===== config.mk =====
export PLATFORM = sky130hd
export DESIGN_NAME = masked_alu_top
export DESIGN_NICKNAME = d
export VERILOG_FILES = /design/src/common/masked_alu_pkg.sv /design/src/design/masked_alu_top.sv /design/src/design/masked_result.sv /design/src/design/masked_decode.sv /design/src/execute/masked_execute.sv /design/src/execute/masked_shift.sv
export SDC_FILE = /design/constraint.sdc
export NUM_CORES = 1
export LEC_CHECK = 0
export BUFFER_PORTS_ARGS = -buffer_cell sky130_fd_sc_hd__buf_2
export CAP_MARGIN = 20
export CORE_MARGIN = 1.5
export CORE_UTILIZATION = 33
export DETAILED_ROUTE_END_ITERATION = 12
export PLACE_DENSITY = 0.58
export SLEW_MARGIN = 20
export SYNTH_ARGS = -nofsm -noshare
export SYNTH_HDL_FRONTEND = slang
export SYNTH_HIERARCHICAL = 1
export SYNTH_SLANG_ARGS = --single-unit
export TNS_END_PERCENT = 100

===== constraint.sdc =====
create_clock -name g_clk -period 6.5 [get_ports g_clk]
set_input_delay 0 -clock g_clk [delete_from_list [all_inputs] [get_ports g_clk]]
set_output_delay 0 -clock g_clk [all_outputs]
set_load 0.1 [all_outputs]

===== src/common/masked_alu_pkg.sv =====
`default_nettype none

package masked_alu_pkg;

  localparam int XLEN    = 32;
  localparam int SHAMT_W = 5;

  // One share of a masked value
  typedef logic [XLEN-1:0]    word_t;
  typedef logic [SHAMT_W-1:0] shamt_t;

  // Masked Boolean operations. Any other code is illegal
  typedef enum logic [3:0] {
    OP_B_MASK   = 4'h0,
    OP_B_REMASK = 4'h1,
    OP_B_NOT    = 4'h2,
    OP_B_XOR    = 4'h3,
    OP_B_AND    = 4'h4,
    OP_B_IOR    = 4'h5,
    OP_B_SRLI   = 4'h6,
    OP_B_SLLI   = 4'h7,
    OP_B_RORI   = 4'h8
  } op_t;

  // LFSR reset value
  localparam word_t PRNG_SEED = 32'h6789ABCD;

  // Bits XNORed into the next LSB, register shifts left
  localparam int PRNG_TAPS [4] = '{31, 21, 1, 0};

endpackage

`default_nettype wire

===== src/design/masked_alu_top.sv =====
`default_nettype none

module masked_alu_top #(
  parameter masked_alu_pkg::word_t prng_seed = masked_alu_pkg::PRNG_SEED
) (
  input  logic                  g_clk,
  input  logic                  g_resetn,
  input  logic                  i_valid,
  input  logic                  i_flush,
  input  logic                  i_prng_update,
  input  masked_alu_pkg::op_t   i_op,
  input  masked_alu_pkg::word_t i_rs1_s0,
  input  masked_alu_pkg::word_t i_rs1_s1,
  input  masked_alu_pkg::word_t i_rs2_s0,
  input  masked_alu_pkg::word_t i_rs2_s1,
  output logic                  o_ready,
  output masked_alu_pkg::word_t o_rd_s0,
  output masked_alu_pkg::word_t o_rd_s1
);

  // Stage 1, decode to execute
  logic                   d_valid;
  logic                   d_not, d_xor, d_and, d_ior, d_srli, d_slli, d_rori, d_mask, d_remask;
  masked_alu_pkg::word_t  d_a0, d_a1, d_b0, d_b1, d_rand;
  masked_alu_pkg::shamt_t d_shamt;

  // Execute to result, unregistered
  logic                   x_valid;
  logic                   x_not, x_xor, x_and, x_ior, x_srli, x_slli, x_rori, x_mask, x_remask;
  masked_alu_pkg::word_t  x_t0, x_t1, x_t2, x_t3, x_lin0, x_lin1;
  masked_alu_pkg::word_t  x_shf0, x_shf1, x_msk0, x_msk1, x_rand;

  masked_decode #(
    .prng_seed (prng_seed)
  ) u_decode (
    .g_clk       (g_clk),       .g_resetn     (g_resetn),
    .i_valid     (i_valid),     .i_flush      (i_flush),
    .i_prng_update (i_prng_update),
    .i_op        (i_op),
    .i_rs1_s0    (i_rs1_s0),    .i_rs1_s1     (i_rs1_s1),
    .i_rs2_s0    (i_rs2_s0),    .i_rs2_s1     (i_rs2_s1),
    .o_valid     (d_valid),
    .o_is_not    (d_not),       .o_is_xor     (d_xor),
    .o_is_and    (d_and),       .o_is_ior     (d_ior),
    .o_is_srli   (d_srli),      .o_is_slli    (d_slli),
    .o_is_rori   (d_rori),      .o_is_mask    (d_mask),
    .o_is_remask (d_remask),
    .o_a0        (d_a0),        .o_a1         (d_a1),
    .o_b0        (d_b0),        .o_b1         (d_b1),
    .o_shamt     (d_shamt),     .o_rand       (d_rand)
  );

  masked_execute u_execute (
    .i_valid     (d_valid),
    .i_is_not    (d_not),       .i_is_xor     (d_xor),
    .i_is_and    (d_and),       .i_is_ior     (d_ior),
    .i_is_srli   (d_srli),      .i_is_slli    (d_slli),
    .i_is_rori   (d_rori),      .i_is_mask    (d_mask),
    .i_is_remask (d_remask),
    .i_a0        (d_a0),        .i_a1         (d_a1),
    .i_b0        (d_b0),        .i_b1         (d_b1),
    .i_shamt     (d_shamt),     .i_rand       (d_rand),
    .o_valid     (x_valid),
    .o_is_not    (x_not),       .o_is_xor     (x_xor),
    .o_is_and    (x_and),       .o_is_ior     (x_ior),
    .o_is_srli   (x_srli),      .o_is_slli    (x_slli),
    .o_is_rori   (x_rori),      .o_is_mask    (x_mask),
    .o_is_remask (x_remask),
    .o_and_t0    (x_t0),        .o_and_t1     (x_t1),
    .o_and_t2    (x_t2),        .o_and_t3     (x_t3),
    .o_lin0      (x_lin0),      .o_lin1       (x_lin1),
    .o_shf0      (x_shf0),      .o_shf1       (x_shf1),
    .o_msk0      (x_msk0),      .o_msk1       (x_msk1),
    .o_rand      (x_rand)
  );

  masked_result u_result (
    .g_clk       (g_clk),       .g_resetn     (g_resetn),
    .i_flush     (i_flush),     .i_valid      (x_valid),
    .i_is_not    (x_not),       .i_is_xor     (x_xor),
    .i_is_and    (x_and),       .i_is_ior     (x_ior),
    .i_is_srli   (x_srli),      .i_is_slli    (x_slli),
    .i_is_rori   (x_rori),      .i_is_mask    (x_mask),
    .i_is_remask (x_remask),
    .i_and_t0    (x_t0),        .i_and_t1     (x_t1),
    .i_and_t2    (x_t2),        .i_and_t3     (x_t3),
    .i_lin0      (x_lin0),      .i_lin1       (x_lin1),
    .i_shf0      (x_shf0),      .i_shf1       (x_shf1),
    .i_msk0      (x_msk0),      .i_msk1       (x_msk1),
    .i_rand      (x_rand),
    .o_ready     (o_ready),
    .o_rd_s0     (o_rd_s0),     .o_rd_s1      (o_rd_s1)
  );

endmodule

`default_nettype wire


===== src/design/masked_result.sv =====
`default_nettype none

module masked_result (
  input  logic                  g_clk,
  input  logic                  g_resetn,
  input  logic                  i_flush,
  input  logic                  i_valid,
  input  logic                  i_is_not,
  input  logic                  i_is_xor,
  input  logic                  i_is_and,
  input  logic                  i_is_ior,
  input  logic                  i_is_srli,
  input  logic                  i_is_slli,
  input  logic                  i_is_rori,
  input  logic                  i_is_mask,
  input  logic                  i_is_remask,
  input  masked_alu_pkg::word_t i_and_t0,
  input  masked_alu_pkg::word_t i_and_t1,
  input  masked_alu_pkg::word_t i_and_t2,
  input  masked_alu_pkg::word_t i_and_t3,
  input  masked_alu_pkg::word_t i_lin0,
  input  masked_alu_pkg::word_t i_lin1,
  input  masked_alu_pkg::word_t i_shf0,
  input  masked_alu_pkg::word_t i_shf1,
  input  masked_alu_pkg::word_t i_msk0,
  input  masked_alu_pkg::word_t i_msk1,
  input  masked_alu_pkg::word_t i_rand,
  output logic                  o_ready,
  output masked_alu_pkg::word_t o_rd_s0,
  output masked_alu_pkg::word_t o_rd_s1
);

  localparam int XLEN = masked_alu_pkg::XLEN;

  logic                  r_not, r_xor, r_and, r_ior, r_srli, r_slli, r_rori, r_mask, r_remask;
  logic                  sel_lin, sel_shf, sel_msk;
  masked_alu_pkg::word_t t0_q, t1_q, t2_q, t3_q;
  masked_alu_pkg::word_t lin0_q, lin1_q, shf0_q, shf1_q, msk0_q, msk1_q, rand_q;
  masked_alu_pkg::word_t and0, and1;

  always_ff @(posedge g_clk) begin
    if (!g_resetn) begin
      o_ready <= 1'b0;
      {r_not, r_xor, r_and, r_ior, r_srli, r_slli, r_rori, r_mask, r_remask} <= '0;
    end else begin
      o_ready <= i_valid && !i_flush;
      if (i_valid) begin
        {r_not, r_xor, r_and, r_ior, r_srli, r_slli, r_rori, r_mask, r_remask} <=
          {i_is_not, i_is_xor, i_is_and, i_is_ior, i_is_srli,
           i_is_slli, i_is_rori, i_is_mask, i_is_remask};
      end
    end
  end

  // AND terms are held apart for a full cycle before recombining
  always_ff @(posedge g_clk) begin
    if (i_valid) begin
      t0_q   <= i_and_t0;
      t1_q   <= i_and_t1;
      t2_q   <= i_and_t2;
      t3_q   <= i_and_t3;
      lin0_q <= i_lin0;
      lin1_q <= i_lin1;
      shf0_q <= i_shf0;
      shf1_q <= i_shf1;
      msk0_q <= i_msk0;
      msk1_q <= i_msk1;
      rand_q <= i_rand;
    end
  end

  assign and0 = t0_q ^ t2_q;
  assign and1 = t1_q ^ t3_q;

  assign sel_lin = r_not | r_xor;
  assign sel_shf = r_srli | r_slli | r_rori;
  assign sel_msk = r_mask | r_remask;

  // Shift shares get a refresh on the way out
  assign o_rd_s0 = {XLEN{sel_lin}}       & lin0_q |
                   {XLEN{r_and | r_ior}} & and0 |
                   {XLEN{sel_shf}}       & (shf0_q ^ rand_q) |
                   {XLEN{sel_msk}}       & msk0_q;

  assign o_rd_s1 = {XLEN{sel_lin}} & lin1_q |
                   {XLEN{r_and}}   & and1 |
                   {XLEN{r_ior}}   & ~and1 | // De Morgan completes the OR
                   {XLEN{sel_shf}} & (shf1_q ^ rand_q) |
                   {XLEN{sel_msk}} & msk1_q;

  // Stage 1 must also come out of a flush empty
  a_no_ready_after_flush: assert property (@(posedge g_clk) disable iff (!g_resetn)
    $past(i_flush) |-> !o_ready && !i_valid)
    else $error("Result ready or stage 1 valid in the cycle after a flush");

endmodule

`default_nettype wire


===== src/design/masked_decode.sv =====
`default_nettype none

module masked_decode #(
  parameter masked_alu_pkg::word_t prng_seed = masked_alu_pkg::PRNG_SEED
) (
  input  logic                   g_clk,
  input  logic                   g_resetn,
  input  logic                   i_valid,
  input  logic                   i_flush,
  input  logic                   i_prng_update,
  input  masked_alu_pkg::op_t    i_op,
  input  masked_alu_pkg::word_t  i_rs1_s0,
  input  masked_alu_pkg::word_t  i_rs1_s1,
  input  masked_alu_pkg::word_t  i_rs2_s0,
  input  masked_alu_pkg::word_t  i_rs2_s1,
  output logic                   o_valid,
  output logic                   o_is_not,
  output logic                   o_is_xor,
  output logic                   o_is_and,
  output logic                   o_is_ior,
  output logic                   o_is_srli,
  output logic                   o_is_slli,
  output logic                   o_is_rori,
  output logic                   o_is_mask,
  output logic                   o_is_remask,
  output masked_alu_pkg::word_t  o_a0,
  output masked_alu_pkg::word_t  o_a1,
  output masked_alu_pkg::word_t  o_b0,
  output masked_alu_pkg::word_t  o_b1,
  output masked_alu_pkg::shamt_t o_shamt,
  output masked_alu_pkg::word_t  o_rand
);

  masked_alu_pkg::word_t prng;
  masked_alu_pkg::word_t n_prng;
  logic                  n_prng_lsb;
  logic [8:0]            dec; // not xor and ior srli slli rori mask remask
  logic                  legal;

  assign n_prng_lsb = prng[masked_alu_pkg::PRNG_TAPS[0]] ~^ prng[masked_alu_pkg::PRNG_TAPS[1]]
                      ~^ prng[masked_alu_pkg::PRNG_TAPS[2]] ~^ prng[masked_alu_pkg::PRNG_TAPS[3]];
  assign n_prng     = {prng[masked_alu_pkg::XLEN-2:0], n_prng_lsb};

  // Steps once per issue or explicit update
  always_ff @(posedge g_clk) begin
    if (!g_resetn) begin
      prng <= prng_seed;
    end else if (i_valid || i_prng_update) begin
      prng <= n_prng;
    end
  end

  always_comb begin
    dec = '0;
    case (i_op)
      masked_alu_pkg::OP_B_NOT:    dec[8] = 1'b1;
      masked_alu_pkg::OP_B_XOR:    dec[7] = 1'b1;
      masked_alu_pkg::OP_B_AND:    dec[6] = 1'b1;
      masked_alu_pkg::OP_B_IOR:    dec[5] = 1'b1;
      masked_alu_pkg::OP_B_SRLI:   dec[4] = 1'b1;
      masked_alu_pkg::OP_B_SLLI:   dec[3] = 1'b1;
      masked_alu_pkg::OP_B_RORI:   dec[2] = 1'b1;
      masked_alu_pkg::OP_B_MASK:   dec[1] = 1'b1;
      masked_alu_pkg::OP_B_REMASK: dec[0] = 1'b1;
      default:                     dec    = '0;
    endcase
  end

  assign legal = |dec; // Illegal codes never reach stage 1

  always_ff @(posedge g_clk) begin
    if (!g_resetn) begin
      o_valid <= 1'b0;
      {o_is_not, o_is_xor, o_is_and, o_is_ior, o_is_srli,
       o_is_slli, o_is_rori, o_is_mask, o_is_remask} <= '0;
    end else begin
      o_valid <= i_valid && legal && !i_flush; // Flush also drops a same-edge issue
      if (i_valid) begin
        {o_is_not, o_is_xor, o_is_and, o_is_ior, o_is_srli,
         o_is_slli, o_is_rori, o_is_mask, o_is_remask} <= dec;
      end
    end
  end

  // OR runs as NOT of AND over inverted inputs, so flip share 1 here
  always_ff @(posedge g_clk) begin
    if (i_valid) begin
      o_a0    <= i_rs1_s0;
      o_a1    <= dec[5] ? ~i_rs1_s1 : i_rs1_s1;
      o_b0    <= i_rs2_s0;
      o_b1    <= dec[5] ? ~i_rs2_s1 : i_rs2_s1;
      o_shamt <= i_rs2_s0[masked_alu_pkg::SHAMT_W-1:0];
      o_rand  <= n_prng; // Fresh word for this operation
    end
  end

  a_flags_onehot: assert property (@(posedge g_clk) disable iff (!g_resetn)
    o_valid |-> $onehot({o_is_not, o_is_xor, o_is_and, o_is_ior, o_is_srli,
                         o_is_slli, o_is_rori, o_is_mask, o_is_remask}))
    else $error("Stage 1 operation flags are not one-hot");

endmodule

`default_nettype wire


===== src/execute/masked_execute.sv =====
`default_nettype none

module masked_execute (
  input  logic                   i_valid,
  input  logic                   i_is_not,
  input  logic                   i_is_xor,
  input  logic                   i_is_and,
  input  logic                   i_is_ior,
  input  logic                   i_is_srli,
  input  logic                   i_is_slli,
  input  logic                   i_is_rori,
  input  logic                   i_is_mask,
  input  logic                   i_is_remask,
  input  masked_alu_pkg::word_t  i_a0,
  input  masked_alu_pkg::word_t  i_a1,
  input  masked_alu_pkg::word_t  i_b0,
  input  masked_alu_pkg::word_t  i_b1,
  input  masked_alu_pkg::shamt_t i_shamt,
  input  masked_alu_pkg::word_t  i_rand,
  output logic                   o_valid,
  output logic                   o_is_not,
  output logic                   o_is_xor,
  output logic                   o_is_and,
  output logic                   o_is_ior,
  output logic                   o_is_srli,
  output logic                   o_is_slli,
  output logic                   o_is_rori,
  output logic                   o_is_mask,
  output logic                   o_is_remask,
  output masked_alu_pkg::word_t  o_and_t0,
  output masked_alu_pkg::word_t  o_and_t1,
  output masked_alu_pkg::word_t  o_and_t2,
  output masked_alu_pkg::word_t  o_and_t3,
  output masked_alu_pkg::word_t  o_lin0,
  output masked_alu_pkg::word_t  o_lin1,
  output masked_alu_pkg::word_t  o_shf0,
  output masked_alu_pkg::word_t  o_shf1,
  output masked_alu_pkg::word_t  o_msk0,
  output masked_alu_pkg::word_t  o_msk1,
  output masked_alu_pkg::word_t  o_rand
);

  masked_alu_pkg::word_t msk_base;

  assign o_valid     = i_valid;
  assign o_rand      = i_rand;
  assign {o_is_not, o_is_xor, o_is_and, o_is_ior, o_is_srli} =
         {i_is_not, i_is_xor, i_is_and, i_is_ior, i_is_srli};
  assign {o_is_slli, o_is_rori, o_is_mask, o_is_remask} =
         {i_is_slli, i_is_rori, i_is_mask, i_is_remask};

  // Threshold AND terms, each touches at most one share of either operand
  assign o_and_t0 = i_rand ^ (i_a0 & i_b0);
  assign o_and_t1 = i_rand ^ (i_a0 & i_b1);
  assign o_and_t2 = i_a1 & i_b0;
  assign o_and_t3 = i_a1 & i_b1;

  // NOT flips share 1, XOR is share-wise, both refreshed
  assign o_lin0 = (i_is_not ? i_a0 : i_a0 ^ i_b0) ^ i_rand;
  assign o_lin1 = (i_is_not ? ~i_a1 : i_a1 ^ i_b1) ^ i_rand;

  assign msk_base = i_a0 ^ i_rand;
  assign o_msk0   = i_is_remask ? msk_base ^ i_a1 : msk_base; // Remask folds in old share 1
  assign o_msk1   = i_rand;

  masked_shift u_shift_s0 (
    .i_share (i_a0),
    .i_shamt (i_shamt),
    .i_pad   (i_rand),
    .i_srli  (i_is_srli),
    .i_slli  (i_is_slli),
    .i_rori  (i_is_rori),
    .o_share (o_shf0)
  );

  // Same padding on both shares so it cancels on unmasking
  masked_shift u_shift_s1 (
    .i_share (i_a1),
    .i_shamt (i_shamt),
    .i_pad   (i_rand),
    .i_srli  (i_is_srli),
    .i_slli  (i_is_slli),
    .i_rori  (i_is_rori),
    .o_share (o_shf1)
  );

  always_comb begin
    if (i_valid === 1'b1) begin
      a_shift_excl: assert ($onehot0({i_is_srli, i_is_slli, i_is_rori}))
        else $error("More than one shift flag set");
    end
  end

endmodule

`default_nettype wire


===== src/execute/masked_shift.sv =====
`default_nettype none

module masked_shift (
  input  masked_alu_pkg::word_t  i_share,
  input  masked_alu_pkg::shamt_t i_shamt,
  input  masked_alu_pkg::word_t  i_pad,
  input  logic                   i_srli,
  input  logic                   i_slli,
  input  logic                   i_rori,
  output masked_alu_pkg::word_t  o_share
);

  localparam int XLEN = masked_alu_pkg::XLEN;

  logic go_right;

  assign go_right = i_srli | i_rori;

  // Level k moves by 2**k and draws its own slice of padding
  for (genvar k = 0; k < masked_alu_pkg::SHAMT_W; k++) begin : g_level
    localparam int W = 1 << k;

    masked_alu_pkg::word_t lvl_in;
    masked_alu_pkg::word_t lvl_out;
    logic [W-1:0]          fill_r;
    logic [W-1:0]          fill_l;
    masked_alu_pkg::word_t sh_l;
    masked_alu_pkg::word_t sh_r;

    if (k == 0) begin : g_first
      assign lvl_in = i_share;
    end else begin : g_next
      assign lvl_in = g_level[k-1].lvl_out;
    end

    assign fill_r = i_rori ? lvl_in[W-1:0] : i_pad[2*W-2 -: W]; // Rotate reuses bits pushed out
    assign fill_l = i_pad[XLEN-W -: W];

    assign sh_l = {lvl_in[XLEN-1-W:0], fill_l};
    assign sh_r = {fill_r, lvl_in[XLEN-1:W]};

    always_comb begin
      if (!i_shamt[k]) begin
        lvl_out = lvl_in;
      end else if (i_slli) begin
        lvl_out = sh_l;
      end else if (go_right) begin
        lvl_out = sh_r;
      end else begin
        lvl_out = lvl_in; // No shift operation
      end
    end
  end

  assign o_share = g_level[masked_alu_pkg::SHAMT_W-1].lvl_out;

endmodule

`default_nettype wire


==> results.cfg <==
[layout]
area_growth_pct = 15.04
regArea_um2 = 16430
nets = 3785
drive_above_1_share_pct = 15.27
multi_input_area_um2 = 16860
final_cell_mix = edfxtp_1, nand2_1, a21oi_1
n_fill_cell = 10550
layout_commonest_cell = edfxtp_1

[grt]
grt_pass1_vias = 29590
grt_pass1_wl_um = 221900
antenna_found_initial = 7
grt_max_degree = 137
grt_overflow = 0
track_usage_pct = 27.81

[clock_tree]
clockBufferDepth = 3
clkSlewWorstSetupHoldPaths_ps = 60
h-tree-depth = 3
cts_setup_buffers = 0
cts.sinks = 564
cts_buffers = 68
cts_tree = built
clock_latency_ps = 660
cts-root-buf = clkbuf_16

[worst_setup_path]
critical-path-top-delay-family = compound AO/OA/AOI/OAI gates
worstPathRequired_ps = 6860
cp.arrival_ps = 4760
slowest_stage = dfxtp_4
critPathBufInv = 1
cp-end-kind = register
start_kind = register
critPathKind = register to register
cp_cell_sequence = buf_4 -> o21ba_2 -> nand2_1 -> nor3_1 -> nor3_2 -> o22ai_1 -> a221oi_1 -> o311ai_1 -> o211a_1
max_stage_delay_ps = 810
cp_max_fo = 55

[drt]
dr.pass1.iters = 9
wirelength_um = 158200
ant_nets = 0
drc = 0
routedWlPerCell_um = 31.40
drt_iter0_drc = 4641
vias = 30990
viasPerCell = 6.150

[synthesis]
yosys_warnings = 6
syn_nets = 3608
synth.area.mux_share_pct = 3.749
async_reset_ff_share_pct = 0
ys_ff_latch = 564
yosys.area_share.xor_xnor_pct = 9.948
synth_ff_type = edfxtp_1
synth_edf_count = 512
synth_fa_ha_area_share_pct = 2.251
synth_cells = 3407
ys_seq_area_share_pct = 46.14
synth_compound_area_share_pct = 20.72
syn_avg_cell_area_um2 = 10.44
yosys.area_share.simple_pct = 10.63
synth_area_um2 = 35580
netlist-cell-type-count = 97
synth_top_family_by_area = compound AO/OA/AOI/OAI gates

[sta]
setup_viol = 0
fmax_mhz = 227.3
fin_setup_tns_ps = 0
fin_skew_ps = 34.00
worst_slew_pin_slew_ps = 1246
slew_headroom_pct = 16.96
finalCriticalPeriod_ps = 4399
fin_crit_sh_pct = 67.68
finalHoldViolCount = 0
rsz0062_at_grt = false
finalMaxSlewViolations = 0

[power]
power.share.clock_pct = 38.9
swShare_pct = 29.55
seq_power_share_pct = 44.5
pwr-share-comb_pct = 16.6
switchingPower_mw = 3.030
power_density_nw_per_um2 = 250.4
p_int_mw = 7.221
p_total_mw = 10.25
p_leak_nw = 14.50
ir_drop_uv = 161.4

[die]
ios = 202
rows = 120
die_area_um2 = 109800
die_width_um = 331.4
die_y_um = 331.4
start_util_pct = 33.24
coreArea_um2 = 107100

[placed_design]
dp_hpwl_um = 109500
io_buffer_count = 201
place.gp.congestion = 1.065

[worst_hold_path]
hp-class = input port to register

[flow_run]
max_cap_viol_count = 0

[run_status]
status = finished, final reports clean
-- synth_stat cells (44+ instances only) --
cell | n | share of area, %
dfxtp_1 | 52 | 2.9
a222oi_1 | 66 | 1.9
a211oi_1 | 74 | 1.6
o21ai_0 | 120 | 1.7
nor3_1 | 50 | 0.70
mux2i_1 | 122 | 3.4
nand2_1 | 347 | 3.7
buf_2 | 126 | 1.8
edfxtp_1 | 512 | 43
a21oi_1 | 211 | 3.0
inv_1 | 49 | 0.52
o22ai_1 | 66 | 1.2
nor2_1 | 193 | 2.0
o21ai_1 | 44 | 0.62
clkbuf_1 | 99 | 1.0
buf_4 | 87 | 1.8
xnor2_1 | 163 | 4.0
o211ai_1 | 44 | 0.93
xor2_1 | 204 | 5.0
ha_1 | 64 | 2.3
nand3_1 | 57 | 0.80
-- worst reg2reg max path, stage by stage (launching register included) --
cell and delay, ps:
dfxtp_4 810, buf_4 530, o21ba_2 300, nand2_1 500, nor3_1 210, nor3_2 590
o22ai_1 180, a221oi_1 370, o311ai_1 290, o211a_1 350
-- through the flow --
step / instance area, µm² / worst slack (ps) / utilization (%) / hold slack [ps] / cells
6_report: 40930 / 2101 / 38.24 / 6.771 / 5039
5_1_grt: 40930 / 2094 / 38.23 / 36.42 / 5037
4_1_cts: 40930 / 2370 / 38.23 / 20.46 / 5037
3_5_place_dp: 37230 / 2420 / 34.77 / 174.6 / 4778
3_3_place_gp: 37230 / 2330 / 34.77 / 177.6 / 4778
2_1_floorplan: 35580 / 2951 / - / 76.54 / 3407
-- cells by family (layout without fill, tap and decap cells) --
logic type,count (synthesis),in the layout
xor+xnor,387,387
fa+ha+maj,64,64
compound gates,1022,1022
mux,132,132
simple gates,831,831
buf+inv,407,634
other cells,0,2
flops,564,564
-- power groups by stage --
stage	Clock, mW	Combinational, mW	Sequential [mW]
after CTS	4.07	1.65	4.55
after floorplan	0	1.10	4.43
after global placement	0	1.58	4.63
after detailed placement	0	1.58	4.62
final	3.99	1.71	4.56
after global routing	4.21	1.79	4.57
-- final cells by class --
cell class              count  share of cell area [%]
multi-input cells        2436                   41.19
flip-flops and latches    564                   40.14
repair buffers            462                   8.238
clock buffers              87                   4.509
well taps                1403                   4.289
clock inverters            33                   1.131
inverters                  52                  0.4830
diodes                      2                 0.01223
-- what timing repair did --
item	4_1_cts	5_1_grt
hold buffers	139	0
resized for setup	0	0
hold endpoints to repair	179	0
-- registers in the layout, indices dropped and copies added, names as in the netlist, 32 cells and up --
signal           flops
u_decode/o_a0       32
u_decode/o_a1       32
u_decode/o_b0       32
u_decode/o_b1       32
u_decode/o_rand     32
u_decode/prng       32
u_result/lin0_q     32
u_result/lin1_q     32
u_result/msk0_q     32
u_result/msk1_q     32
u_result/rand_q     32
u_result/shf0_q     32
u_result/shf1_q     32
u_result/t0_q       32
u_result/t1_q       32
u_result/t2_q       32
u_result/t3_q       32
-- layer usage --
layer	vias up	share of wire [%]	wire length, µm	global-route usage, %
met5	-	0.030	48	0
met4	2	6.1	9599	14.87
met3	477	10	16410	6.735
met2	2121	43	68800	42.36
met1	15250	40	63360	36.44
li1	13150	-	-	-
-- final timing paths --
check                                   startpoint             endpoint  slack [ps]  depth (start not counted)
worst max register to register  u_decode/o_is_slli  u_result/shf0_q[15]        2100                          9
worst min register to register    u_decode/prng[7]   u_decode/o_rand[8]         440                          0
worst max-delay path            u_decode/o_is_slli  u_result/shf0_q[15]        2100                          9
worst min-delay path                       i_valid     u_decode/o_a1[0]           7                          1
Note: power is estimated with default switching activity, not from simulation.
